## src/verilog/ks10MemPkg.sv

```systemverilog
package ks10MemPkg;

   ////////////////////////////////////////
   // Word and field types
   ////////////////////////////////////////

   // Bits numbered PDP-10 style, bit 0 is the MSB

   typedef logic [ 0:35] busWord_t;      // Bus address or data word
   typedef logic [16:35] memAddr_t;      // Physical memory address field
   typedef logic [18:35] ioAddr_t;       // IO register address field
   typedef logic [ 0: 3] devNum_t;       // Device number
   typedef logic [ 0: 4] hsbIndex_t;     // One of 32 HSB words

   // Implemented main memory, much smaller than a real KS-10
   localparam int memIndexWidth = 10;
   localparam int memWords      = 1024;  // 2**memIndexWidth

   typedef logic [0:memIndexWidth-1] memIndex_t;

   ////////////////////////////////////////
   // Address word flags
   ////////////////////////////////////////

   // Flags live in bits 0 to 13 of the address word
   localparam int flagRead   = 3;        // Read cycle
   localparam int flagWrTest = 4;        // Write test
   localparam int flagWrite  = 5;        // Write cycle
   localparam int flagPhys   = 8;        // Physical reference
   localparam int flagIo     = 10;       // IO space, not memory

   ////////////////////////////////////////
   // Field bounds
   ////////////////////////////////////////

   // Hi is the most significant bit, so the lower index

   localparam int devFieldHi     = 14;   // Device number
   localparam int devFieldLo     = 17;

   localparam int ioAddrFieldHi  = 18;   // IO address
   localparam int ioAddrFieldLo  = 35;

   localparam int memAddrFieldHi = 16;   // Memory address
   localparam int memAddrFieldLo = 35;

   ////////////////////////////////////////
   // Address constants
   ////////////////////////////////////////

   // Memory controller answers as device 0
   localparam devNum_t  memDevice = 4'd0;

   // MSR location in IO space
   localparam ioAddr_t  msrIoAddr = 18'o100000;

   // HSB window start, matched on bits 16 to 30
   localparam memAddr_t hsbBase   = 20'o0376000;

   // Memory status register
   // Error and power-fail flags writable, plus the ECC disable in bit 35
   localparam busWord_t msrWriteMask  = 36'o740000_000001;
   localparam busWord_t msrResetValue = 36'o004000_000000;  // Power-up flag set

endpackage

```

## src/verilog/memArray.sv

```systemverilog
module memArray #(
      parameter int depth = 32                // Words in the store
   ) (
      input  logic                     cpuClk,     // CPU clock
      input  logic                     write,      // Write strobe
      input  logic [0:$clog2(depth)-1] index,      // Word index
      input  ks10MemPkg::busWord_t     writeData,  // Word to store
      output ks10MemPkg::busWord_t     readData    // Registered read word
   );

   import ks10MemPkg::*;

   ////////////////////////////////////////
   // Word store
   ////////////////////////////////////////

   busWord_t store [0:depth-1];

   //
   // Single port, one access per edge.
   // Read data is registered so it shows up
   // the cycle after the request.
   //

   always_ff @(posedge cpuClk)
   begin
      if (write)
      begin
         store[index] <= writeData;
         readData     <= writeData;           // Write-first
      end
      else
      begin
         readData <= store[index];            // Indexed read
      end
   end

   // Every edge reads the indexed word, the response
   // block decides if it goes onto the bus

endmodule

```

## config.mk

```make
export PLATFORM = sky130hd
export DESIGN_NAME = memArray
export DESIGN_NICKNAME = d
export VERILOG_FILES = /design/src/verilog/ks10MemPkg.sv /design/src/verilog/memArray.sv
export SDC_FILE = /design/constraint.sdc
export NUM_CORES = 1
export LEC_CHECK = 0
export BUFFER_PORTS_ARGS = -buffer_cell sky130_fd_sc_hd__buf_2
export CAP_MARGIN = 10
export CORE_ASPECT_RATIO = 1.1
export CORE_MARGIN = 2
export CORE_UTILIZATION = 50
export CTS_BUF_LIST = sky130_fd_sc_hd__clkbuf_16
export DETAILED_ROUTE_END_ITERATION = 6
export GPL_ROUTABILITY_DRIVEN = 0
export PLACE_DENSITY = 0.68
export SETUP_SLACK_MARGIN = 0.4
export SYNTH_ARGS = -nofsm -noshare
export SYNTH_HDL_FRONTEND = slang
export SYNTH_SLANG_ARGS = --single-unit
export TNS_END_PERCENT = 100
```

## constraint.sdc

```tcl
create_clock -name cpuClk -period 3.6 [get_ports cpuClk]
set_clock_uncertainty 0.15 [all_clocks]
set_input_delay 0.72 -clock cpuClk [delete_from_list [all_inputs] [get_ports cpuClk]]
set_output_delay 0.72 -clock cpuClk [all_outputs]
set_load 0.01 [all_outputs]
```

==> impl_metrics.csv, run 1 <==
group,metric,value,unit
power_and_ir_drop,p_leak,18.98,nW
critical_path,critPathMaxFanout,8,
floorplan,rows,115,
power_and_ir_drop,pwr-share-comb,6.7,%
finish,area_growth,19.18,%
detailed_routing,routed-wl-met3,9509,um
power_and_ir_drop,p_per_area,519.2,nW/um^2
place,place.port_buffers,78,
critical_path,worstSetupPathType,"flop to output port",
finish,layout-drive-gt1-share,19.31,%
critical_path,arrival,2.62,ns
place,hpwl,57940,um
critical_path,crit_path_cell_trace,"buf_12 > buf_12 > buf_16 > buf_12 > mux2i_4 > a22o_1 > nor3_1 > a31oi_1 > nand3_2 > buf_6",
timing,max_slew.worst_pin.slew,0.6846,ns
critical_path,crit_path_end_kind,"output port",
finish,final_core_util,60.07,%
cts,clkSlewWorstSetupHoldPaths,0.06,ns
finish,multi_input_area,9986,sq um
floorplan,ios,79,
detailed_routing,wl_met2,58430,um
timing,setup_viol,0,
grt,grt_pass1_wl,167100,um
timing,period_share,96.90,%
synth,synth_cell_types,26,
synth,synth_top_area_share,76.94,%
power_and_ir_drop,switching_share,21.60,%
detailed_routing,drc_errors,0,
finish,fillerInstances,6280,
finish,regArea,34710,sq um
cts,cts-hold-fix-buffers,0,
worst_hold_path,min_path_type,"input pin to flop",
floorplan,die_x,289.9,um
critical_path,cpPeakStageDelay,0.38,ns
power_and_ir_drop,ir_drop,525.3,uV
finish,final_cell_mix,"edfxtp_1, mux2i_1, clkbuf_16",
cts,clock-sinks,1157,
grt,track_usage,24.94,%
grt,grt_remaining_overflow,0,
detailed_routing,routedWlPerCell,29.42,um
cts,cts_made_buffers,105,
timing,finalCriticalPeriod,3.488,ns
run,drv_cap,0,
grt,antenna_found_initial,9,
critical_path,cp_common_cell,"buf_12",
detailed_routing,first_pass_iters,7,
synth,synthesis.area,44960,sq um
place,placed_area,47480,sq um
synth,yosys_warnings,0,
critical_path,required,2.73,ns
synth,postSynthAreaPerCell,17.95,sq um
timing,maxSlewHeadroom,54.25,%
finish,fin_nets,2809,
power_and_ir_drop,cellInternalPower,0.02181,W
detailed_routing,routed.top_layer,"met5",
synth,ys_seq_area_share,77.16,%
detailed_routing,drt-total-wl,118400,um
cts,cts_root_buf,"clkbuf_16",
cts,cts_tree,"yes",
outcome,status,"complete, no violations",
cts,htreeDepth,3,
timing,rsz0062_at_grt,"true",
finish,reg_top3,"store: 1152 flops",
power_and_ir_drop,power_frac_clock,39.3,%
grt,grt_pass1_vias,24662,
finish,largest_register,"store",
grt,grt_start_max_net_pins,54,
detailed_routing,first_iter_violations,2595,
detailed_routing,routed_via_density,6.142,
cts,clk_path_buf_depth,3,
power_and_ir_drop,seq_power_share,54.0,%
place,place_inst,3721,
synth,synth_nets,2548,
floorplan,start_util,50.40,%
synth,synth_area_leader_cell,"edfxtp_1",
timing,setup_total_negative_slack,0,ns
finish,largest_reg_flops,1152,
detailed_routing,vias,24709,
timing,finalHoldViolCount,0,
detailed_routing,final_antenna_net_count,0,
timing,max_freq,286.7,MHz
floorplan,coreArea,89210,sq um
timing,slew_violations,0,
floorplan,die_y,318.5,um
power_and_ir_drop,power.switching,0.006009,W
critical_path,critPathSlowestCell,"dfxtp_4",
critical_path,crit_buf_inv,5,
critical_path,crit_family,"buffers and inverters",
critical_path,setup.worst_path.start_class,"flop",
floorplan,dieArea,92340,sq um
detailed_routing,met1_length,46430,um
synth,syn_inst,2505,
finish,layout_commonest_cell,"edfxtp_1",
finish,final_area,53590,sq um
synth,synthTopCellsByArea,"edfxtp_1, mux2i_1, a22oi_1, a22o_1, nand3_1",
timing,hold_ws,0.02954,ns
synth,yosys_register_bits,1157,
finish,fin_cells,4023,
cell usage after synthesis:
master	n
nor3_1	36
clkbuf_4	3
dfxtp_1	5
buf_6	20
buf_2	33
nand2b_1	2
clkbuf_1	39
or3_1	1
buf_4	23
nor2b_1	2
buf_8	8
nor2_2	1
buf_1	17
a31oi_1	36
nand3_1	110
or2_1	1
mux2i_1	576
edfxtp_1	1152
nand2_1	110
or3b_2	3
a22o_1	72
a22oi_1	108
nor2_1	33
and2_1	1
nand3b_1	5
a21oi_1	108
power groups by stage:
stage,logic (W),clock network [W],registers (W)
4_1_cts,0.00176,0.0110,0.0150
6_report,0.00187,0.0109,0.0150
3_3_place_gp,0.00142,0,0.0153
3_5_place_dp,0.00144,0,0.0153
5_1_grt,0.00196,0.0116,0.0150
2_1_floorplan,0.000838,0,0.0153
per-layer routing:
metal | track usage, % | up-vias
li1 | - | 10538
met1 | 33.27 | 12753
met2 | 41.78 | 1166
met3 | 4.027 | 242
met4 | 8.843 | 10
met5 | 0 | -
kinds of logic (layout without fill, tap and decap cells):
family	count (synthesis)	in the layout	share of synthesized area [%]
buf+inv	143	487	2.037
simple gates	305	305	3.072
other cells	0	4	0
mux	576	576	12.82
flops	1157	1157	77.16
compound gates	324	324	4.909
final timing paths:
kind                     start           end  slack (ns)  cells after the start
worst min-delay path  index[3]          flop        0.03                      1
worst max-delay path      flop  readData[31]        0.11                     10
final cells by class:
type	instances	share of cell area [%]
Clock buffer	105	4.903
Clock inverter	85	1.415
Antenna cell	4	0.01868
Timing Repair Buffer	297	7.532
Sequential cell	1157	64.76
Tap cell	1170	2.732
Multi-Input combinational cell	1205	18.63
what timing repair did:
action	4_1_cts	5_1_grt
gates resized for setup	117	53
pin swaps	46	39
cloned	34	12
hold endpoints to repair	0	0
setup endpoints to repair	36	36
buffers inserted	46	16
metrics by stage:
stage | total power (W) | setup WS (ns)
after floorplan | 0.01614 | 0.1224
after global placement | 0.01672 | 0.5442
after detailed placement | 0.01675 | 0.5226
after CTS | 0.02780 | 0.1354
after global routing | 0.02855 | 0.02095
final | 0.02782 | 0.1117
(Power assumes the default switching activity.)
==> run 2, diff against run 1 <==
--- a/constraint.sdc
+++ b/constraint.sdc
@@ -3,3 +3,3 @@
 set_input_delay 0.72 -clock cpuClk [delete_from_list [all_inputs] [get_ports cpuClk]]
 set_output_delay 0.72 -clock cpuClk [all_outputs]
-set_load 0.01 [all_outputs]
+set_load 0.02 [all_outputs]
==> run 2 against run 1 <==
Against the previous run:
- sequential power hardly changed
- critical path depth is 1 higher
- die area unchanged
- hold slack improved by 0.045 ns
- utilization is 0.66 points higher
- count of clock-buffer cells in the layout up 4
- critical endpoint is now readData[15]
==> impl_metrics.csv, run 2 (same netlist as run 1, synthesis figures left out) <==
group,metric,value,unit
timing,finalHoldViolCount,0,
place,place.port_buffers,78,
power_and_ir_drop,p_per_area,515.8,nW/um^2
critical_path,setup.worst_path.start_class,"flop",
timing,finalCriticalPeriod,3.482,ns
place,placed_area,47610,sq um
outcome,status,"complete, no violations",
finish,area_growth,20.48,%
floorplan,ios,79,
cts,cts_root_buf,"clkbuf_16",
place,dp_worst_setup_slack,0.5351,ns
finish,multi_input_area,10200,sq um
cts,cts-hold-fix-buffers,0,
finish,reg_top3,"store: 1152 flops",
cts,cts_made_buffers,106,
finish,layout-drive-gt1-share,21.50,%
grt,track_usage,24.95,%
grt,grt_remaining_overflow,0,
floorplan,die_x,289.9,um
finish,fin_nets,2845,
finish,largest_register,"store",
critical_path,worstSetupPathType,"flop to output port",
detailed_routing,first_iter_violations,2976,
timing,setup_total_negative_slack,0,ns
floorplan,start_util,50.40,%
floorplan,die_y,318.5,um
timing,worst_slack,0.1176,ns
floorplan,dieArea,92340,sq um
cts,htreeDepth,3,
place,hpwl,58580,um
detailed_routing,final_antenna_net_count,0,
grt,antenna_found_initial,9,
critical_path,crit_path_end_kind,"output port",
grt,grt_pass1_vias,24628,
floorplan,coreArea,89210,sq um
timing,maxSlewHeadroom,51.11,%
finish,regArea,34700,sq um
detailed_routing,drc_errors,0,
grt,grt_start_max_net_pins,41,
timing,rsz0062_at_grt,"true",
grt,grt_pass1_wl,167700,um
finish,fillerInstances,6184,
cts,clkSlewWorstSetupHoldPaths,0.06,ns
worst_hold_path,min_path_type,"input pin to flop",
timing,period_share,96.73,%
detailed_routing,first_pass_iters,5,
cts,clk_path_buf_depth,3,
cts,clock-sinks,1157,
detailed_routing,routedWlPerCell,29.27,um
run,drv_cap,0,
critical_path,critPathMaxFanout,6,
power_and_ir_drop,ir_drop,339.5,uV
detailed_routing,drt-total-wl,118900,um
finish,final_area,54170,sq um
detailed_routing,routed_via_density,6.146,
timing,max_freq,287.2,MHz
worst_hold_path,hp-start,"index[4]",
floorplan,rows,115,
timing,slew_violations,0,
finish,largest_reg_flops,1152,
finish,final_cell_mix,"edfxtp_1, mux2i_1, buf_4",
timing,max_slew.worst_pin.slew,0.7311,ns
cts,cts_tree,"yes",
critical_path,arrival,2.61,ns
power_and_ir_drop,p_leak,19.18,nW
critical_path,required,2.73,ns
timing,setup_viol,0,
finish,layout_commonest_cell,"edfxtp_1",
detailed_routing,vias,24958,
[run 2: report_power, final]
part	internal, W	switching [W]
combinational	0.000846	0.00116
sequential	0.0150	0.0000481
clock	0.00617	0.00474
[run 2: layout make-up]
type / instances / share of cell area [%]
sequential: 1157 / 64.06
multi-input combinational: 1206 / 18.83
timing repair buffer: 331 / 8.179
clock buffer: 109 / 5.035
tap: 1170 / 2.702
clock inverter: 85 / 1.176
antenna: 3 / 0.01386
[run 2: worst max-delay path, cell delays in order (launching register included)]
cell and delay, ns:
dfxtp_4 0.37, buf_12 0.15, buf_12 0.15, buf_12 0.12
buf_6 0.11, clkbuf_16 0.15, buf_4 0.14, mux2i_2 0.15
a22oi_2 0.19, nand3_2 0.13, nand3_4 0.14, buf_6 0.13
[run 2: path summary, 6_finish.rpt]
check | cells past startpoint | endpoint | slack (ns)
setup / recovery | 11 | readData[15] | 0.12
hold / removal | 1 | flop | 0.07
[run 2: per-stage QoR]
stage / hold WS (ns) / power (W) / util, % / instances
finish: 0.07471 / 0.02794 / 60.72 / 4061
global route: 0.05474 / 0.02868 / 60.72 / 4060
CTS: 0.03417 / 0.02787 / 59.65 / 4016
detailed placement: 0.7334 / 0.01682 / 53.37 / 3726
global placement: 0.7242 / 0.01678 / 53.37 / 3726
floorplan: 0.5977 / 0.01618 / - / 2505
[run 2: metal layers]
metal / GRT usage [%] / up-vias / routed length [um]
li1: - / 10619 / -
met1: 32.72 / 12869 / 46250
met2: 42.17 / 1201 / 58750
met3: 4.362 / 259 / 9436
met4: 8.762 / 10 / 4377
met5: 0 / - / 65
[run 2: timing repair]
item,4_1_cts,5_1_grt
pin swaps,54,70
gates cloned,31,11
resized for setup,164,100
setup buffers,65,31
setup endpoints to repair,36,36
