--- src/verilog/ks10MemPkg.sv ---
package ks10MemPkg;

   ////////////////////////////////////////
   // Word and field types
   ////////////////////////////////////////

   // Bits numbered PDP-10 style, bit 0 is the MSB

   typedef logic [ 0:35] busWord_t;      // Bus address or data word
   typedef logic [16:35] memAddr_t;      // Physical memory address field
   typedef logic [18:35] ioAddr_t;       // IO register address field
   typedef logic [ 0: 3] devNum_t;       // Device number
   typedef logic [ 0: 4] hsbIndex_t;     // One of 32 HSB words

   // Implemented main memory, much smaller than a real KS-10
   localparam int memIndexWidth = 10;
   localparam int memWords      = 1024;  // 2**memIndexWidth

   typedef logic [0:memIndexWidth-1] memIndex_t;

   ////////////////////////////////////////
   // Address word flags
   ////////////////////////////////////////

   // Flags live in bits 0 to 13 of the address word
   localparam int flagRead   = 3;        // Read cycle
   localparam int flagWrTest = 4;        // Write test
   localparam int flagWrite  = 5;        // Write cycle
   localparam int flagPhys   = 8;        // Physical reference
   localparam int flagIo     = 10;       // IO space, not memory

   ////////////////////////////////////////
   // Field bounds
   ////////////////////////////////////////

   // Hi is the most significant bit, so the lower index

   localparam int devFieldHi     = 14;   // Device number
   localparam int devFieldLo     = 17;

   localparam int ioAddrFieldHi  = 18;   // IO address
   localparam int ioAddrFieldLo  = 35;

   localparam int memAddrFieldHi = 16;   // Memory address
   localparam int memAddrFieldLo = 35;

   ////////////////////////////////////////
   // Address constants
   ////////////////////////////////////////

   // Memory controller answers as device 0
   localparam devNum_t  memDevice = 4'd0;

   // MSR location in IO space
   localparam ioAddr_t  msrIoAddr = 18'o100000;

   // HSB window start, matched on bits 16 to 30
   localparam memAddr_t hsbBase   = 20'o0376000;

   // Memory status register
   // Error and power-fail flags writable, plus the ECC disable in bit 35
   localparam busWord_t msrWriteMask  = 36'o740000_000001;
   localparam busWord_t msrResetValue = 36'o004000_000000;  // Power-up flag set

endpackage

--- src/verilog/memBusIf.sv ---
interface memBusIf;

   import ks10MemPkg::*;

   // Storage strobes
   logic      memRead;                   // Memory space read, main or HSB
   logic      memWrite;                  // Main memory write
   logic      hsbWrite;                  // HSB write
   logic      msrWrite;                  // Status register write

   // Word indexes and payload
   memIndex_t memIndex;
   hsbIndex_t hsbIndex;
   busWord_t  writeData;

   // Response side
   logic      selMem;                    // Read data from main memory
   logic      selHsb;                    // Read data from HSB
   logic      selMsr;                    // Read data from MSR
   logic      ackNext;                   // Acknowledge next cycle

   modport decode (output memRead, memWrite, hsbWrite, msrWrite, memIndex, hsbIndex,
                   writeData, selMem, selHsb, selMsr, ackNext);

   modport storage (input memRead, memWrite, hsbWrite, memIndex, hsbIndex, writeData);

   modport stat (input msrWrite, writeData);

   modport response (input selMem, selHsb, selMsr, ackNext);

endinterface

--- src/verilog/memStat.sv ---
module memStat (
      input  logic                 cpuClk,    // CPU clock
      input  logic                 reset,     // Synchronous reset
      memBusIf.stat                bus,
      output ks10MemPkg::busWord_t status     // Current MSR value
   );

   import ks10MemPkg::*;

   ////////////////////////////////////////
   // Memory status register
   ////////////////////////////////////////

   //
   // Only bits in the write mask follow the bus.
   // The rest hold their value, the power-up flag
   // stays set until the next reset.
   //

   always_ff @(posedge cpuClk)
   begin
      if (reset)
      begin
         status <= msrResetValue;             // Power-up state
      end
      else if (bus.msrWrite)
      begin
         // Masked merge of old value and bus data
         status <= (status & ~msrWriteMask) | (bus.writeData & msrWriteMask);
      end
   end

   // Read side is the register itself, no extra stage

endmodule

--- src/flat_wrapper.sv ---
// flat-port wrapper written by rule: the top's interface ports become plain ports
module memStat_flat import ks10MemPkg::*;
  (cpuClk, reset, status, bus_msrWrite, bus_writeData);
  memBusIf bus_i ();
  input  logic cpuClk;
  input  logic reset;
  output ks10MemPkg::busWord_t status;
  input wire logic [$bits(bus_i.msrWrite)-1:0] bus_msrWrite;
  input wire logic [$bits(bus_i.writeData)-1:0] bus_writeData;
  assign bus_i.msrWrite = bus_msrWrite;
  assign bus_i.writeData = bus_writeData;
  memStat u_core (.cpuClk(cpuClk), .reset(reset), .bus(bus_i), .status(status));
endmodule
--- config.mk ---
export PLATFORM = sky130hd
export DESIGN_NAME = memStat_flat
export DESIGN_NICKNAME = d
export VERILOG_FILES = /design/src/verilog/ks10MemPkg.sv /design/src/verilog/memBusIf.sv /design/src/verilog/memStat.sv /design/src/flat_wrapper.sv
export SDC_FILE = /design/constraint.sdc
export NUM_CORES = 1
export LEC_CHECK = 0
export BUFFER_PORTS_ARGS = -buffer_cell sky130_fd_sc_hd__buf_2
export CORE_MARGIN = 2
export CORE_UTILIZATION = 24
export CTS_BUF_LIST = sky130_fd_sc_hd__clkbuf_8
export DETAILED_ROUTE_END_ITERATION = 8
export PLACE_DENSITY = 0.89
export SLEW_MARGIN = 30
export SYNTH_ARGS = -nofsm -noshare
export SYNTH_HDL_FRONTEND = slang
export SYNTH_SLANG_ARGS = --single-unit
--- constraint.sdc ---
create_clock -name cpuClk -period 0.8 [get_ports cpuClk]
set_input_delay 0.08 -clock cpuClk [delete_from_list [all_inputs] [get_ports cpuClk]]
set_output_delay 0.08 -clock cpuClk [all_outputs]
set_load 0.01 [all_outputs]
==> metrics, run 1 <==
main area contributors after synthesis=buf_4, dfxtp_1, mux2i_1, nor2_1, buf_6; cells after synthesis=slightly below 50; worst path bufs/invs=1; Yosys reg bits=5; register area share after synthesis=23.8%; dpl hpwl=approximately 450 µm; Netlist cell types=6; Port Buf Inserts=12; CTS tree=yes; DR iter-0 viols=0; crit-path cells=buf_2; vias in the first global route=168; syn avg cell area=8.58 µm²; routed wire length=520 µm; EDFF count, synth=0; post-route minimum period=0.761 ns; Most used DFF post-synth=dfxtp_1; post-CTS sizing=0; H-tree levels=1; critical path capture point type=primary output; Worst-path clk slew=0.04 ns; largest net degree at the start of global routing=6; Critical Path AT=0.68 ns; period utilisation layout=95.1%; CTS buffer count=3; Max Cap Violations=0; WL per Instance=6.58 µm; fmax=1.31 GHz; routability cong.=0.560; synth warn=0; Req. time, crit path=between 0.7 and 0.8 ns; top cells by count, synth=buf_4, dfxtp_1, mux2i_1, nor2_1, conb_1; crit path max fanout=2; fillers=188; CTS Hold Buffers Added=0; IO Count=75; Leakage Power=0.260 nW; top-area cell type share of the netlist area=55.4%; setup_tns=0 ns; ys async rst share=0%; Fin Clk Skew=0 ns; # clock sinks=5; Clock Latency Late Sink=0.22 ns; RSZ-0062 raised after global routing=false; root buffer cell=clkbuf_8; peak per-stage delay on the critical path=0.32 ns; die height=approximately 46 µm; CP max stage cell=dfxtp_1; # diodes=0; die area=about 2100 µm²; DR vias=252; Syn Std Cell Area=420 µm²; clock buffer depth=2; Min Hold Slack=0.0768 ns; Max Transition Viols Final=0; Die X=around 46 µm; outcome=finished clean; Remaining DRCs=0; drt first pass iters=1; setup bufs post-CTS=0; Largest Register=u_core.status; Crit path max-delay family=flip-flops; cell with the most instances after synthesis=buf_4; Setup violations, final=0; grt ovf=0; Detail Route Antenna Nets=0; Hold Path Class=input pin to register; vias per inst=3.19; largest registers=u_core.status: 5 flops; Layout Nets=102; power density cells=about 2100 nW/µm²; Layout area overhead=-2.08%; first-pass GRT wire length=between 600 and 700 µm; Worst IR Drop VDD=0.000626 V; Setup Crit Path Kind=register to primary output; Hold Vio Cnt, Final=0; core area=1690 µm²; Largest register FFs=5; Initial Utilization=24.9%; gr usage total=around 5.8%; Synth area leader=buf_4; # rows=15; Critical Path Source Type=register; layout cell share with drive strength beyond 1=24.2%; antenna violations before repair=0
## placed cells by master, fill, tap and decap left out, drive strengths merged
master and n:
mux2i 5, buf 12, nor2 5, dfxtp 5, clkbuf 3, conb 31, inv 1
## cell families after synthesis
group	share of synthesized area, %
DFF	23.8
and+or+nand+nor	4.46
buffers and inverters	58.0
muxes	11.9
other	1.79
## worst paths after layout
| kind | from | endpoint | slack, ns | cells past startpoint |
|---|---|---|---|---|
| setup / recovery | u_core.status[34]$_SDFFE_PP0P_ | status[34] | 0.04 | 1 |
| hold / removal | reset | u_core.status[32]$_SDFFE_PP0P_ | 0.08 | 2 |
| setup reg to reg | u_core.status[32]$_SDFFE_PP0P_ | u_core.status[32]$_SDFFE_PP0P_ | 0.21 | 2 |
| hold reg to reg | u_core.status[0]$_SDFFE_PP0P_ | u_core.status[0]$_SDFFE_PP0P_ | 0.49 | 2 |
## final cells by class
cell class              count  area (µm²)  share of cell area (%)
multi-input cells          41         185                    45.0
flip-flops and latches      5         100                    24.3
repair buffers             12        60.1                    14.6
clock buffers               3        41.3                    10.0
well taps                  17        21.3                    5.17
clock inverters             1        3.75                   0.912
## power by group
part	internal, mW	switching, mW
Combinational	0.0361	0.0976
Sequential	0.266	0.00658
Clock	0.329	0.127
Total	0.631	0.231
## layer usage
metal  vias up  GRT usage (%)  wire, µm
li1        112              -         -
met1       107           2.35       118
met2        29           8.33       249
met3         4           5.95       114
met4         0           10.3        36
met5         -              0         0
## stage by stage
stage | utilization [%] | cells | power [mW] | area, µm² | setup slack (ns)
finish | 24.4 | 79 | 0.862 | 412 | 0.0390
global route | 24.4 | 79 | 0.911 | 412 | 0.0174
CTS | 24.4 | 79 | 0.867 | 412 | 0.0289
detailed placement | 21.7 | 75 | 0.409 | 367 | 0.172
global placement | 21.7 | 75 | 0.406 | 367 | 0.198
floorplan | - | 78 | 0.489 | 529 | 0.210
Note: power is estimated with default switching activity, not from simulation.
==> inputs of run 2 (changes only) <==
--- a/config.mk
+++ b/config.mk
@@ -5,9 +5,10 @@
 export SDC_FILE = /design/constraint.sdc
 export NUM_CORES = 1
 export LEC_CHECK = 0
+export ABC_AREA = 1
 export BUFFER_PORTS_ARGS = -buffer_cell sky130_fd_sc_hd__buf_2
 export CORE_MARGIN = 2
-export CORE_UTILIZATION = 24
+export CORE_UTILIZATION = 25
 export CTS_BUF_LIST = sky130_fd_sc_hd__clkbuf_8
 export DETAILED_ROUTE_END_ITERATION = 8
 export PLACE_DENSITY = 0.89
==> run 2 against run 1 <==
Final cell count is 30% higher. Maximum frequency rose by 1.7%. Core utilization rose by 2.1 points. Via count grew 19%. Sequential power increased by 1%. Combinational power rose by 11%. Hold slack improved by 0.074 ns. Power rose by 1.3%. Critical path depth did not move. Clock skew unchanged. Count of clock-buffer cells in the layout is the same. Clock power decreased by 2%. Highest routed layer is now met3.
==> metrics, run 2 <==
Worst IR Drop VDD=0.000675 V; CP max stage cell=dfxtp_1; Setup violations, final=0; Layout area overhead=0.557%; die area=2150 µm²; Max Transition Viols Final=0; H-tree levels=1; Detail Route Antenna Nets=0; Register Area=101 µm²; fin util=26.4%; most frequent cells in the layout=conb_1, buf_2, nor2_1, nand2_1, inv_1; commonest non-fill, non-tap cell in the layout=conb_1; Hold Vio Cnt, Final=0; Leakage Power=approximately 0.3 nW; peak per-stage delay on the critical path=between 0.3 and 0.4 ns; Crit path max-delay family=flip-flops; antenna violations before repair=0; Die X=46.4 µm; RSZ-0062 raised after global routing=false; Largest register FFs=5; DR vias=301; cell with the most instances after synthesis=buf_4; DR iter-0 viols=1; Final Instance Count excl. Fillers=103; post-route minimum period=0.748 ns; cell area after layout=452 µm²; fmax=1.34 GHz; die height=46.4 µm; Placed Area=405 µm²; period utilisation layout=93.5%; final worst setup slack=0.0520 ns; top-area cell type share of the netlist area=about half; R2R setup slack=0.25 ns; Netlist cell types=7; setup_tns=0 ns; dpl ws=0.256 ns; cells after synthesis=65; CTS tree=yes; first-pass GRT wire length=roughly 900 µm; largest net degree at the start of global routing=11; grt ovf=0; Hold Path Class=input pin to register; outcome=finished clean; fillers=around 200; Setup Crit Path Kind=register to primary output; vias per inst=2.92; Port Buf Inserts=12; Critical Path AT=between 0.6 and 0.7 ns; Worst-path clk slew=0.04 ns; routed wire length=554 µm; register area share after synthesis=~22%; routability cong.=between 0.6 and 0.7; Critical Path Source Type=register; Remaining DRCs=0; Req. time, crit path=0.72 ns; Yosys reg bits=5; Synth area leader=buf_4; root buffer cell=clkbuf_8; worst path bufs/invs=1; Initial Utilization=26.3%; synth warn=0; Fin Clk Skew=0 ns; # clock sinks=5; drt first pass iters=4; WL per Instance=5.38 µm; main area contributors after synthesis=buf_4, dfxtp_1, nand2_1, nor2_1, inv_1; CTS Hold Buffers Added=0; clock buffer depth=2; Clock Latency Late Sink=0.22 ns; vias in the first global route=around 230; Max Cap Violations=0; core area=1710 µm²; Most used DFF post-synth=dfxtp_1; top cells by count, synth=buf_4, nand2_1, nor2_1; IO Count=75; dpl hpwl=481 µm; gr usage total=6.38%; crit-path cells=buf_2; Largest Register=u_core.status; power density cells=1930 nW/µm²; critical path capture point type=primary output; layout cell share with drive strength beyond 1=20.5%; EDFF count, synth=0; # diodes=0; area of the multi-input gates=approximately 190 µm²; largest registers=u_core.status: 5 flops; crit path max fanout=2; CTS buffer count=3; Placed Instances=99; # rows=15; ys async rst share=0%; syn avg cell area=6.91 µm²; Layout Nets=between 100 and 150; Syn Std Cell Area=449 µm²
run 2: cell count changes after synthesis:
cell and change:
inv_1 +6, mux2i_1 -5, nand2_1 +10, nor2_1 +5
run 2: repair_timing:
item	in CTS	in global routing
resized for setup	0	1
setup buffers	0	0
setup endpoints to repair	0	1
run 2: cell families after synthesis:
kind of cell / Yosys count / synth area share (%)
buffers and inverters: 38 / 59.3
other: 2 / 1.67
DFF: 5 / 22.3
and+or+nand+nor: 20 / 16.7
run 2: per-layer routing:
layer / wire length, µm / vias to the layer above / GRT usage [%]
li1: - / 150 / -
met1: 174 / 130 / 4.67
met2: 271 / 21 / 11.1
met3: 107 / 0 / 6.67
met4: 0 / 0 / 1.71
met5: 0 / - / 0
run 2: cell type report:
cell class	instances	share of cell area (%)
Clock buffer	3	9.14
Clock inverter	1	0.831
Tap cell	25	6.93
Multi-Input combinational cell	51	42.4
Timing Repair Buffer	12	13.3
Inverter	6	4.99
Sequential cell	5	22.4
run 2: final timing paths:
path                                    end                            from  depth (start not counted)
max                               status[0]   u_core.status[0]$_SDFFE_PP0P_                          1
min reg2reg  u_core.status[35]$_SDFFE_PP0P_  u_core.status[35]$_SDFFE_PP0P_                          2
max reg2reg  u_core.status[34]$_SDFFE_PP0P_  u_core.status[34]$_SDFFE_PP0P_                          2
min          u_core.status[34]$_SDFFE_PP0P_                           reset                          4
run 2: where the power goes:
group | total [mW] | switching, mW | internal [mW]
Clock | 0.447 | 0.119 | 0.329
Sequential | 0.277 | 0.00796 | 0.269
Combinational | 0.149 | 0.110 | 0.0384
run 2: metrics by stage:
stage	hold slack, ns	power [mW]
6_report	0.150	0.873
5_1_grt	0.190	0.940
4_1_cts	0.149	0.887
3_5_place_dp	0.376	0.428
3_3_place_gp	0.370	0.427
2_1_floorplan	0.268	0.506
==> inputs of run 3 (changes only) <==
--- a/config.mk
+++ b/config.mk
@@ -6,12 +6,13 @@
 export NUM_CORES = 1
 export LEC_CHECK = 0
 export ABC_AREA = 1
-export BUFFER_PORTS_ARGS = -buffer_cell sky130_fd_sc_hd__buf_2
-export CORE_MARGIN = 2
-export CORE_UTILIZATION = 25
+export CORE_AREA = 2 2 39 41
 export CTS_BUF_LIST = sky130_fd_sc_hd__clkbuf_8
 export DETAILED_ROUTE_END_ITERATION = 8
-export PLACE_DENSITY = 0.89
+export DIE_AREA = 0 0 41 43
+export DONT_BUFFER_PORTS = 1
+export GPL_TIMING_DRIVEN = 0
+export PLACE_DENSITY = 0.61
 export SLEW_MARGIN = 30
 export SYNTH_ARGS = -nofsm -noshare
 export SYNTH_HDL_FRONTEND = slang
==> run 3 against run 2 <==
Design area up 38%. Sequential power grew 4%. Final cell count rose by 11%. Sequential cell count stayed put. Highest routed layer unchanged.
==> metrics, run 3 (synthesized netlist as in run 2, its figures left out) <==
cell area after layout=623 µm²; Hold Vio Cnt, Final=0; Remaining DRCs=0; first-pass GRT wire length=862 µm; vias in the first global route=226; Setup Crit Path Kind=register to primary output; antenna violations before repair=0; vias per inst=2.93; Initial Utilization=between 30% and 40%; WL per Instance=5.86 µm; DR iter-0 viols=1; Detail Route Antenna Nets=0; H-tree levels=1; Layout Nets=138; outcome=finished clean; Tot Pwr=0.978 mW; worst r2r dst=u_core.status[32]$_SDFFE_PP0P_; min-delay src=bus_writeData[32]; Crit Reg-Reg Startpoint=u_core.status[32]$_SDFFE_PP0P_; Fin Clk Skew=0 ns; Worst Reg-to-Reg Cells=2; CTS buffer count=3; fin util=between 40% and 50%; layout cell share with drive strength beyond 1=between 30% and 40%; Critical Path AT=around 0.6 ns; Leakage Power=0.422 nW; Setup violations, final=0; # diodes=0; Worst IR Drop VDD=0.00120 V; critical path depth in cells=0; dpl hpwl=565 µm; # rows=14; Largest Register=u_core.status; DR vias=~330; gr usage total=slightly above 8%; Register Area=100 µm²; Port Buf Inserts=0; crit path from=u_core.status[33]$_SDFFE_PP0P_; setup_tns=0 ns; period utilisation layout=between 80 and 90%; largest net degree at the start of global routing=11; fmax=1.48 GHz; IO Count=75; grt ovf=0; power density cells=1570 nW/µm²; Largest register FFs=5; post-CTS sizing=0; Req. time, crit path=~0.7 ns; die area=between 1500 and 2000 µm²; Min Hold Slack=between 0.05 and 0.06 ns; CTS Hold Buffers Added=0; area of the multi-input gates=between 150 and 200 µm²; Critical Path Source Type=register; largest registers=u_core.status: 5 flops; setup bufs post-CTS=0; Clock Latency Late Sink=0.22 ns; RSZ-0062 raised after global routing=false; # clock sinks=5; critical path capture point type=primary output; Die X=41 µm; post-route minimum period=0.676 ns; Max Transition Viols Final=0; core area=1380 µm²; Hold Path Sink=u_core.status[32]$_SDFFE_PP0P_; Max Cap Violations=0; CTS tree=yes; Placed Area=578 µm²; drt first pass iters=2; fillers=146; crit path max fanout=2; routed wire length=between 600 and 700 µm; Worst-path clk slew=~0.04 ns; routability cong.=0.597; root buffer cell=clkbuf_8; die height=43 µm; clock buffer depth=2; hold depth=4; Layout area overhead=38.7%; Hold Path Class=input pin to register; most frequent cells in the layout=buf_4, conb_1, nor2_1, nand2_1, inv_1; R2R setup slack=~0.21 ns
==> run 3: cell types whose count changed in the layout (fill, tap and decap cells not counted), sizes merged <==
| cell | delta |
|---|---|
| buf | +20 |
==> run 3: cell type report <==
cell class                      count  share of cell area (%)
Tap cell                           16                    3.21
Sequential cell                     5                    16.1
Inverter                            6                    3.61
Clock buffer                        3                    6.63
Multi-Input combinational cell     51                    30.7
Buffer                             32                    39.2
Clock inverter                      1                   0.602
==> run 3: worst max-delay path by stage <==
stage | slack (ns) | end
3_3_place_gp | 0.21 | u_core.status[32]$_SDFFE_PP0P_
4_1_cts | 0.12 | status[34]
2_1_floorplan | 0.23 | u_core.status[32]$_SDFFE_PP0P_
5_1_grt | 0.1 | status[33]
6_report | 0.12 | status[33]
3_5_place_dp | 0.21 | u_core.status[32]$_SDFFE_PP0P_
==> run 3: power by group <==
group	total, mW	switching (mW)	internal [mW]
registers	0.288	0.0190	0.269
clock network	0.460	0.131	0.330
logic	0.230	0.112	0.118
total	0.978	0.262	0.716
==> run 3: stage by stage <==
step                setup slack (ns)  cells
floorplan                      0.231     94
global placement               0.213    110
detailed placement             0.211    110
CTS                            0.117    114
global route                  0.0951    114
finish                         0.124    114
==> run 3: worst register-to-register path, delay by kind of cell, from the launching register on <==
kind             cells  cell delay [ns]
and+or+nand+nor      2             0.16
DFF                  1             0.33
==> run 3: per-layer routing <==
| layer | wire, µm | vias to the layer above | global-route usage [%] |
|---|---|---|---|
| met4 | 0 | 0 | 4.00 |
| met1 | 239 | 115 | 6.09 |
| met3 | 155 | 0 | 9.42 |
| li1 | - | 189 | - |
| met5 | 0 | - | 0 |
| met2 | 273 | 30 | 11.9 |
