$ cat config.mk
export PLATFORM = sky130hd
export DESIGN_NAME = memResponse_flat
export DESIGN_NICKNAME = d
export VERILOG_FILES = /design/src/verilog/ks10MemPkg.sv /design/src/verilog/memBusIf.sv /design/src/verilog/memResponse.sv /design/src/flat_wrapper.sv
export SDC_FILE = /design/constraint.sdc
export NUM_CORES = 1
export LEC_CHECK = 0
export BUFFER_PORTS_ARGS = -buffer_cell sky130_fd_sc_hd__buf_2
export CORE_UTILIZATION = 30
export DETAILED_ROUTE_END_ITERATION = 7
export PLACE_DENSITY_LB_ADDON = 0.25
export SLEW_MARGIN = 40
export SYNTH_ARGS = -nofsm -noshare
export SYNTH_HDL_FRONTEND = slang
export SYNTH_SLANG_ARGS = --single-unit
$ cat constraint.sdc
create_clock -name cpuClk -period 1.18 [get_ports cpuClk]
set_input_delay 0.177 -clock cpuClk [delete_from_list [all_inputs] [get_ports cpuClk]]
set_output_delay 0.177 -clock cpuClk [all_outputs]
set_load 0.01 [all_outputs]
$ cat src/verilog/ks10MemPkg.sv
package ks10MemPkg;

   ////////////////////////////////////////
   // Word and field types
   ////////////////////////////////////////

   // Bits numbered PDP-10 style, bit 0 is the MSB

   typedef logic [ 0:35] busWord_t;      // Bus address or data word
   typedef logic [16:35] memAddr_t;      // Physical memory address field
   typedef logic [18:35] ioAddr_t;       // IO register address field
   typedef logic [ 0: 3] devNum_t;       // Device number
   typedef logic [ 0: 4] hsbIndex_t;     // One of 32 HSB words

   // Implemented main memory, much smaller than a real KS-10
   localparam int memIndexWidth = 10;
   localparam int memWords      = 1024;  // 2**memIndexWidth

   typedef logic [0:memIndexWidth-1] memIndex_t;

   ////////////////////////////////////////
   // Address word flags
   ////////////////////////////////////////

   // Flags live in bits 0 to 13 of the address word
   localparam int flagRead   = 3;        // Read cycle
   localparam int flagWrTest = 4;        // Write test
   localparam int flagWrite  = 5;        // Write cycle
   localparam int flagPhys   = 8;        // Physical reference
   localparam int flagIo     = 10;       // IO space, not memory

   ////////////////////////////////////////
   // Field bounds
   ////////////////////////////////////////

   // Hi is the most significant bit, so the lower index

   localparam int devFieldHi     = 14;   // Device number
   localparam int devFieldLo     = 17;

   localparam int ioAddrFieldHi  = 18;   // IO address
   localparam int ioAddrFieldLo  = 35;

   localparam int memAddrFieldHi = 16;   // Memory address
   localparam int memAddrFieldLo = 35;

   ////////////////////////////////////////
   // Address constants
   ////////////////////////////////////////

   // Memory controller answers as device 0
   localparam devNum_t  memDevice = 4'd0;

   // MSR location in IO space
   localparam ioAddr_t  msrIoAddr = 18'o100000;

   // HSB window start, matched on bits 16 to 30
   localparam memAddr_t hsbBase   = 20'o0376000;

   // Memory status register
   // Error and power-fail flags writable, plus the ECC disable in bit 35
   localparam busWord_t msrWriteMask  = 36'o740000_000001;
   localparam busWord_t msrResetValue = 36'o004000_000000;  // Power-up flag set

endpackage

$ cat src/verilog/memBusIf.sv
interface memBusIf;

   import ks10MemPkg::*;

   // Storage strobes
   logic      memRead;                   // Memory space read, main or HSB
   logic      memWrite;                  // Main memory write
   logic      hsbWrite;                  // HSB write
   logic      msrWrite;                  // Status register write

   // Word indexes and payload
   memIndex_t memIndex;
   hsbIndex_t hsbIndex;
   busWord_t  writeData;

   // Response side
   logic      selMem;                    // Read data from main memory
   logic      selHsb;                    // Read data from HSB
   logic      selMsr;                    // Read data from MSR
   logic      ackNext;                   // Acknowledge next cycle

   modport decode (output memRead, memWrite, hsbWrite, msrWrite, memIndex, hsbIndex,
                   writeData, selMem, selHsb, selMsr, ackNext);

   modport storage (input memRead, memWrite, hsbWrite, memIndex, hsbIndex, writeData);

   modport stat (input msrWrite, writeData);

   modport response (input selMem, selHsb, selMsr, ackNext);

endinterface

$ cat src/verilog/memResponse.sv
module memResponse (
      input  logic                 cpuClk,      // CPU clock
      input  logic                 reset,       // Synchronous reset
      memBusIf.response            bus,
      input  ks10MemPkg::busWord_t memData,     // Main memory read word
      input  ks10MemPkg::busWord_t hsbData,     // HSB read word
      input  ks10MemPkg::busWord_t status,      // MSR contents
      output logic                 busAck,      // Acknowledge to master
      output ks10MemPkg::busWord_t busDataOut   // Read data to master
   );

   logic [0:2] srcSel;                        // One-hot, mem hsb msr

   ////////////////////////////////////////
   // Registered acknowledge and source
   ////////////////////////////////////////

   always_ff @(posedge cpuClk)
   begin
      if (reset)
      begin
         busAck <= 1'b0;
         srcSel <= '0;
      end
      else
      begin
         busAck <= bus.ackNext;               // Lines up with array read data
         srcSel <= {bus.selMem, bus.selHsb, bus.selMsr};
      end
   end

   // Read data mux, zero unless a read is acked
   always_comb
   begin
      case (srcSel)
         3'b100:  busDataOut = memData;
         3'b010:  busDataOut = hsbData;
         3'b001:  busDataOut = status;
         default: busDataOut = '0;            // Writes, tests and idle
      endcase
   end

endmodule

$ cat src/flat_wrapper.sv
// flat-port wrapper written by rule: the top's interface ports become plain ports
module memResponse_flat 
  (cpuClk, reset, memData, hsbData, status, busAck, busDataOut, bus_selMem, bus_selHsb, bus_selMsr, bus_ackNext);
  memBusIf bus_i ();
  input  logic cpuClk;
  input  logic reset;
  input  ks10MemPkg::busWord_t memData;
  input  ks10MemPkg::busWord_t hsbData;
  input  ks10MemPkg::busWord_t status;
  output logic busAck;
  output ks10MemPkg::busWord_t busDataOut;
  input wire logic [$bits(bus_i.selMem)-1:0] bus_selMem;
  input wire logic [$bits(bus_i.selHsb)-1:0] bus_selHsb;
  input wire logic [$bits(bus_i.selMsr)-1:0] bus_selMsr;
  input wire logic [$bits(bus_i.ackNext)-1:0] bus_ackNext;
  assign bus_i.selMem = bus_selMem;
  assign bus_i.selHsb = bus_selHsb;
  assign bus_i.selMsr = bus_selMsr;
  assign bus_i.ackNext = bus_ackNext;
  memResponse u_core (.cpuClk(cpuClk), .reset(reset), .bus(bus_i), .memData(memData), .hsbData(hsbData), .status(status), .busAck(busAck), .busDataOut(busDataOut));
endmodule
==> results of run 1 <==
-- what timing repair did --
item | CTS | global route
gates cloned | 4 | 1
resized for setup | 32 | 22
hold buffers | 0 | 0
buffers inserted | 11 | 0
endpoints found under the setup margin | 36 | 36
hold endpoints to repair | 0 | 0
pin swaps | 26 | 4
-- cells by family after synthesis --
kind of cell	synth area share [%]
buf+inv	14.5
simple gates	50.8
compound gates	28.4
flops	6.31
-- through the flow --
step	setup slack (ns)	std cells
4_1_cts	-0.455	348
5_1_grt	-0.598	349
3_5_place_dp	-0.419	330
6_report	-0.526	349
3_3_place_gp	-0.409	330
2_1_floorplan	-0.0489	140
-- state kept, by name, indices dropped and copies added (netlist names) --
| register | cells |
|---|---|
| u_core.srcSel | 3 |
| u_core.busAck | 1 |
-- metal layers --
layer	vias to the layer above	wire, um
li1	905	-
met1	838	2110
met2	74	2820
met3	4	350
met4	0	50
met5	-	0
-- Yosys cell counts --
cell	instances	area [um2]
a221o_1	35	350
nor3b_4	1	18.8
and2_1	29	181
buf_6	10	113
dfxtp_1	4	80.1
buf_4	3	22.5
nor2b_1	4	25.0
dlymetal6s2s_1	1	12.5
clkbuf_1	3	11.3
a311o_1	1	10.0
buf_2	5	25.0
and2_0	6	37.5
nor2_4	1	11.3
nor4bb_1	37	370
-- area by class of cell --
class                      instances  area, um2  area share [%]
sequential                         4       91.3            3.56
clock buffer                       3       41.3            1.61
tap                               50       62.6            2.44
timing repair buffer             177       1140            44.6
multi-input combinational        115       1220            47.8
-- worst max-delay path: cells and delay by family (launching register included) --
kind,cells,cell delay (ns)
buffers and inverters,3,0.42
and+or+nand+nor,1,0.36
DFF,1,0.34
AOI/OAI and AO/OA,1,0.18
-- final timing paths --
path,to,from,slack [ns],cells past startpoint
worst max-delay path,busDataOut[35],u_core.srcSel[2],-0.53,5
worst min-delay path,u_core.srcSel[0],reset,0.15,2
-- power groups by stage --
stage	clock network, mW	logic, mW	registers (mW)
floorplan	0	0.398	0.153
global placement	0	0.683	0.158
detailed placement	0	0.689	0.159
CTS	0.298	0.817	0.149
global route	0.307	0.945	0.151
finish	0.285	0.877	0.150
==> flow_summary.yaml, run 1 <==
cts:
  clkTransAtPathRegs_ns: 0.03
  cts_tree: "done"
  cts_buffer_depth: 2
  root_buffer: "clkbuf_8"
  cts.sinks: 4
  cts_buffers: 3
  htreeDepth: 1
timing:
  setup_tns_ns: -15.79
  grt_setup_unrepaired: "yes"
  worstMarginPinSlew_ns: 0.341
  setup_viol: 36
  holdWs_ns: 0.155
  hold_violations: 0
  fmax_mhz: 586
  finalWorstSetupSlack_ns: -0.526
  final.min_clock_period_ns: 1.71
  finalMaxSlewViolations: 0
  min_period_over_period_pct: 145
  maxSlewHeadroom_pct: 76.9
pwr:
  peakVddDrop_v: 0.000467
  p_int_mw: 0.878
  clockPowerShare_pct: 21.7
  finalPower_mw: 1.31
  p_leak_nw: 1.27
  seqPwrFrac_pct: 11.4
  swShare_pct: 33.0
  pwr_density_cell_nw_per_um2: 512
  p_sw_mw: 0.433
  comb_power_share_pct: 66.9
die:
  ios: 151
  coreArea_um2: 4030
  start_util_pct: 31.5
  dieArea_um2: 4490
  die_w_um: 67.0
  row_count: 23
  die_h_um: 67.0
logic_synthesis:
  synthesis.nets: 254
  synth.distinct_cells: 14
  synthCells: 140
  synth_seq_cells: 4
  ys_seq_area_share_pct: 6.31
  syn-cell-area_um2: 1270
  synth_warnings: 0
  avgSynthCellArea_um2: 9.06
routing:
  drc: 0
  vias: 1821
  routedWlPerCell_um: 15.3
  viasPerCell: 5.22
  drtIter0Drc: 54
  drt-total-wl_mm: 5.33
  firstDrtPassIters: 4
  ant_nets: 0
global_routing:
  grt_use_met1_pct: 24.5
  grt_antenna_before_repair: 0
  grt_pass1_vias: 1594
  grt_use_total_pct: 21.4
  use_met2_pct: 39.1
  grt_max_degree: 41
  grt-busiest-layer: "met2"
  grt_pass1_wl_mm: 7.42
  gr-total-overflow: 0
  met3_usage_pct: 5.14
worst_setup_path:
  cp_cell_sequence: "buf_6 > clkbuf_16 > nor4bb_1 > a221o_1 > buf_2"
  critPathKind: "flip-flop to output pin"
  crit_slowest_cell: "nor4bb_1"
  crit_path_max_incr_delay_ns: 0.36
  crit_arrival_ns: 1.53
  startpoint_type: "flip-flop"
  cp_data_required_time_ns: 1.00
  critPathCaptureType: "output pin"
  crit_fanout: 8
job:
  cap_violations: 0
place:
  portBuffers: 150
  dpl.hpwl_mm: 3.65
  place_area_um2: 2040
  gp_congestion: 0.721
cells_and_area:
  syn2layout_area_growth_pct: 102
  most-common-layout-cells: "150 x buf_2, 35 x a221o_1, 28 x and2_1, 18 x nor4bb_1, 11 x buf_6"
  nNetsFinal: 415
  final_area_um2: 2560
  fin_util_pct: 63.6
  fillers: 364
  insertedDiodeCount: 0
  final_common_cell: "buf_2"
  drive_above_1_share_pct: 68.9
hold_path:
  hold_class: "input port to flip-flop"
run_status:
  violations: "setup timing"
  status: "finished, violations left"
(Power assumes the default switching activity.)
==> run 2, diff against run 1 <==
--- a/config.mk
+++ b/config.mk
@@ -7,8 +7,10 @@
 export LEC_CHECK = 0
 export BUFFER_PORTS_ARGS = -buffer_cell sky130_fd_sc_hd__buf_2
 export CORE_UTILIZATION = 30
+export CTS_CLUSTER_SIZE = 10
 export DETAILED_ROUTE_END_ITERATION = 7
 export PLACE_DENSITY_LB_ADDON = 0.25
+export SKIP_CTS_REPAIR_TIMING = 1
 export SLEW_MARGIN = 40
 export SYNTH_ARGS = -nofsm -noshare
 export SYNTH_HDL_FRONTEND = slang
==> flow_summary.yaml, run 2 (synthesized netlist as in run 1, its figures left out) <==
worst_setup_path:
  path_depth: 6
  cp_cell_sequence: "buf_12 > nor3b_4 > buf_12 > buf_6 > a221o_1 > buf_2"
  critPathKind: "flip-flop to output pin"
  crit_fanout: 10
  crit_arrival_ns: 1.47
  critPathCaptureType: "output pin"
  crit_family: "buffers and inverters"
  crit_slowest_cell: "dfxtp_4"
  crit_path_max_incr_delay_ns: 0.35
  cp_data_required_time_ns: 1.00
  startpoint_type: "flip-flop"
  crit_path_frequent_cell: "buf_12"
  timing.critical_path.buf_inv: 4
timing:
  final.min_clock_period_ns: 1.65
  finalMaxSlewViolations: 0
  maxSlewHeadroom_pct: 77.7
  worstMarginPinSlew_ns: 0.330
  grt_setup_unrepaired: "yes"
  finalWorstSetupSlack_ns: -0.469
  fmax_mhz: 606
  setup_viol: 36
  min_period_over_period_pct: 140
  hold_violations: 0
cts:
  root_buffer: "clkbuf_8"
  htreeDepth: 1
  cts.sinks: 4
  cts_buffer_depth: 2
  cts_buffers: 3
  cts_tree: "done"
  clkTransAtPathRegs_ns: 0.03
place:
  portBuffers: 150
  dp.cells: 330
  dpl.hpwl_mm: 3.65
  gp_congestion: 0.721
  place_ws_ns: -0.419
cells_and_area:
  top_register: "u_core.srcSel"
  biggestRegsByFlops: "u_core.srcSel (3), u_core.busAck (1)"
  most-common-layout-cells: "150 x buf_2, 36 x nor4bb_1, 35 x a221o_1, 28 x and2_1, 9 x buf_4"
  largest_register_ff_count: 3
  nNetsFinal: 410
  syn2layout_area_growth_pct: 80.3
  insertedDiodeCount: 0
  final_common_cell: "buf_2"
  drive_above_1_share_pct: 62.2
  finalNonFillerCells: 344
routing:
  ant_nets: 0
  viasPerCell: 5.14
  firstDrtPassIters: 6
  routedWlPerCell_um: 14.1
  vias: 1768
  drtIter0Drc: 39
  drc: 0
  drt-total-wl_mm: 4.85
hold_path:
  whs_path_depth: 2
  hold_class: "input port to flip-flop"
job:
  cap_violations: 0
die:
  ios: 151
  coreArea_um2: 4030
  row_count: 23
  start_util_pct: 31.5
  die_h_um: 67.0
  die_w_um: 67.0
  dieArea_um2: 4490
run_status:
  status: "finished, violations left"
  violations: "setup timing"
pwr:
  p_leak_nw: 1.19
  pwr_density_cell_nw_per_um2: 528
  peakVddDrop_v: 0.000452
global_routing:
  grt_max_degree: 41
  grt_antenna_before_repair: 0
  grt_pass1_wl_mm: 6.67
  gr-total-overflow: 0
  grt_use_total_pct: 18.9
  grt_pass1_vias: 1503
## run 2: cell types whose count changed in the layout (fill, tap and decap cells not counted)
| cell | previous run | this run |
|---|---|---|
| nor4bb_1 | 18 | 36 |
| buf_6 | 11 | 2 |
| nor4bb_2 | 9 | 0 |
| nor4bb_4 | 10 | 1 |
| buf_4 | 5 | 9 |
| buf_16 | 2 | 0 |
| buf_12 | 6 | 7 |
| clkbuf_16 | 1 | 2 |
| dfxtp_2 | 0 | 1 |
| dfxtp_4 | 3 | 2 |
## run 2: final cells by class
class / instances / area, um2
Multi-Input combinational cell: 115 / 1030
Clock buffer: 3 / 41.3
Timing Repair Buffer: 172 / 1060
Tap cell: 50 / 62.6
Sequential cell: 4 / 88.8
Fill cell: 408 / 1740
## run 2: layer usage
metal  vias to the layer above  part of all wire [%]  global-route usage [%]
li1                        897                     -                       -
met1                       800                    41                    20.9
met2                        71                    52                    36.0
met3                         0                   6.9                    4.62
met4                         0                     0                    2.66
met5                         -                     0                       0
## run 2: final timing paths
path | endpoint | slack, ns | from
worst max-delay path | busDataOut[8] | -0.47 | u_core.srcSel[1]
worst min-delay path | u_core.srcSel[0] | 0.16 | reset
## run 2: stage by stage
step                power (mW)  util (%)  setup TNS (ns)  instance area, um2  hold WS, ns
floorplan                0.551         -           -1.09                1290        0.241
global placement         0.841      50.7          -13.17                2040        0.377
detailed placement       0.848      50.7          -13.64                2040        0.383
CTS                       1.15      51.8          -22.11                2090        0.152
global route              1.30      56.8          -17.67                2290        0.174
finish                    1.21      56.8          -15.85                2290        0.157
## run 2: power breakdown
part	internal (mW)	leakage, nW	switching (mW)
sequential	0.142	0.0348	0.00986
combinational	0.456	1.14	0.315
clock	0.217	0.0216	0.0673
total	0.815	1.19	0.392
==> run 3, diff against run 2 <==
--- a/config.mk
+++ b/config.mk
@@ -9,6 +9,7 @@
 export CORE_UTILIZATION = 30
 export CTS_CLUSTER_SIZE = 10
 export DETAILED_ROUTE_END_ITERATION = 7
+export MAX_ROUTING_LAYER = met4
 export PLACE_DENSITY_LB_ADDON = 0.25
 export SKIP_CTS_REPAIR_TIMING = 1
 export SLEW_MARGIN = 40
==> flow_summary.yaml, run 3 (synthesized netlist as in run 1, its figures left out) <==
run_status:
  status: "finished, violations left"
  violations: "setup timing"
routing:
  vias: 1755
  drt-total-wl_mm: 4.84
  drc: 0
  drtIter0Drc: 49
  ant_nets: 0
  firstDrtPassIters: 6
  routedWlPerCell_um: 14.1
  viasPerCell: 5.10
timing:
  worstMarginPinSlew_ns: 0.330
  min_period_over_period_pct: 140
  fmax_mhz: 607
  maxSlewHeadroom_pct: 77.7
  grt_setup_unrepaired: "yes"
  final.min_clock_period_ns: 1.65
  hold_violations: 0
  setup_tns_ns: -15.83
  finalMaxSlewViolations: 0
  finalWorstSetupSlack_ns: -0.468
  setup_viol: 36
die:
  die_w_um: 67.0
  coreArea_um2: 4030
  ios: 151
  die_h_um: 67.0
  row_count: 23
  start_util_pct: 31.5
  dieArea_um2: 4490
cts:
  cts_buffer_depth: 2
  root_buffer: "clkbuf_8"
  clkTransAtPathRegs_ns: 0.03
  htreeDepth: 1
  cts_buffers: 3
  cts_tree: "done"
  cts.sinks: 4
cells_and_area:
  nNetsFinal: 410
  final_area_um2: 2290
  fin_util_pct: 56.8
  final_common_cell: "buf_2"
  syn2layout_area_growth_pct: 80.3
  biggestRegsByFlops: "u_core.srcSel (3), u_core.busAck (1)"
  most-common-layout-cells: "150 x buf_2, 36 x nor4bb_1, 35 x a221o_1, 28 x and2_1, 9 x buf_4"
  largest_register_ff_count: 3
  insertedDiodeCount: 0
  fillers: 408
  drive_above_1_share_pct: 62.2
  top_register: "u_core.srcSel"
pwr:
  comb_power_share_pct: 63.8
  p_sw_mw: 0.392
  p_leak_nw: 1.19
  p_int_mw: 0.815
  seqPwrFrac_pct: 12.6
  pwr_density_cell_nw_per_um2: 528
  swShare_pct: 32.5
  peakVddDrop_v: 0.000451
  clockPowerShare_pct: 23.6
place:
  portBuffers: 150
  dpl.hpwl_mm: 3.65
  gp_congestion: 0.730
  place_area_um2: 2040
global_routing:
  grt_pass1_wl_mm: 6.69
  grt_antenna_before_repair: 0
  grt_max_degree: 41
  grt_pass1_vias: 1498
  grt_use_total_pct: 19.4
  gr-total-overflow: 0
worst_setup_path:
  timing.critical_path.buf_inv: 4
  cp_cell_sequence: "buf_12 > nor3b_4 > buf_12 > buf_6 > a221o_1 > buf_2"
  crit_slowest_cell: "dfxtp_4"
  crit_path_frequent_cell: "buf_12"
  crit_arrival_ns: 1.47
  crit_fanout: 10
  cp_data_required_time_ns: 1.00
  crit_path_max_incr_delay_ns: 0.35
  startpoint_type: "flip-flop"
  critPathKind: "flip-flop to output pin"
  critPathCaptureType: "output pin"
  crit_family: "buffers and inverters"
job:
  cap_violations: 0
hold_path:
  hold_class: "input port to flip-flop"
[run 3: cell counts in the layout (fill, tap and decap cells not counted)]
Identical to the previous run, type by type.
[run 3: cell type report]
type | instances | area [um2] | share of cell area [%]
clock buffer | 3 | 41.3 | 1.81
multi-input combinational | 115 | 1030 | 45.2
sequential | 4 | 88.8 | 3.88
tap | 50 | 62.6 | 2.74
timing repair buffer | 172 | 1060 | 46.4
[run 3: routing by layer]
layer / track usage (%) / routed length [um] / part of all wire, % / up-vias
met1: 21.4 / 2040 / 42 / 790
met5: - / 0 / 0 / -
met2: 36.3 / 2480 / 51 / 67
li1: - / - / - / 898
met4: 2.13 / 0 / 0 / 0
met3: 4.11 / 313 / 6.5 / 0
[run 3: path summary, 6_finish.rpt]
path | from | to | cells after the start
worst max-delay path | u_core.srcSel[1] | busDataOut[8] | 6
worst min-delay path | reset | u_core.srcSel[0] | 2
[run 3: power by group through the flow]
stage | registers, mW | clock network, mW | logic [mW]
after floorplan | 0.153 | 0 | 0.398
after global placement | 0.158 | 0 | 0.683
after detailed placement | 0.159 | 0 | 0.689
after CTS | 0.157 | 0.298 | 0.690
after global routing | 0.154 | 0.307 | 0.838
final | 0.152 | 0.284 | 0.770
[run 3: stage by stage]
stage	hold slack [ns]	total power, mW	cells	worst slack [ns]
global placement	0.377	0.841	330	-0.409
floorplan	0.241	0.551	140	-0.0489
CTS	0.152	1.15	333	-0.654
detailed placement	0.383	0.848	330	-0.419
global route	0.174	1.30	344	-0.512
finish	0.157	1.21	344	-0.468
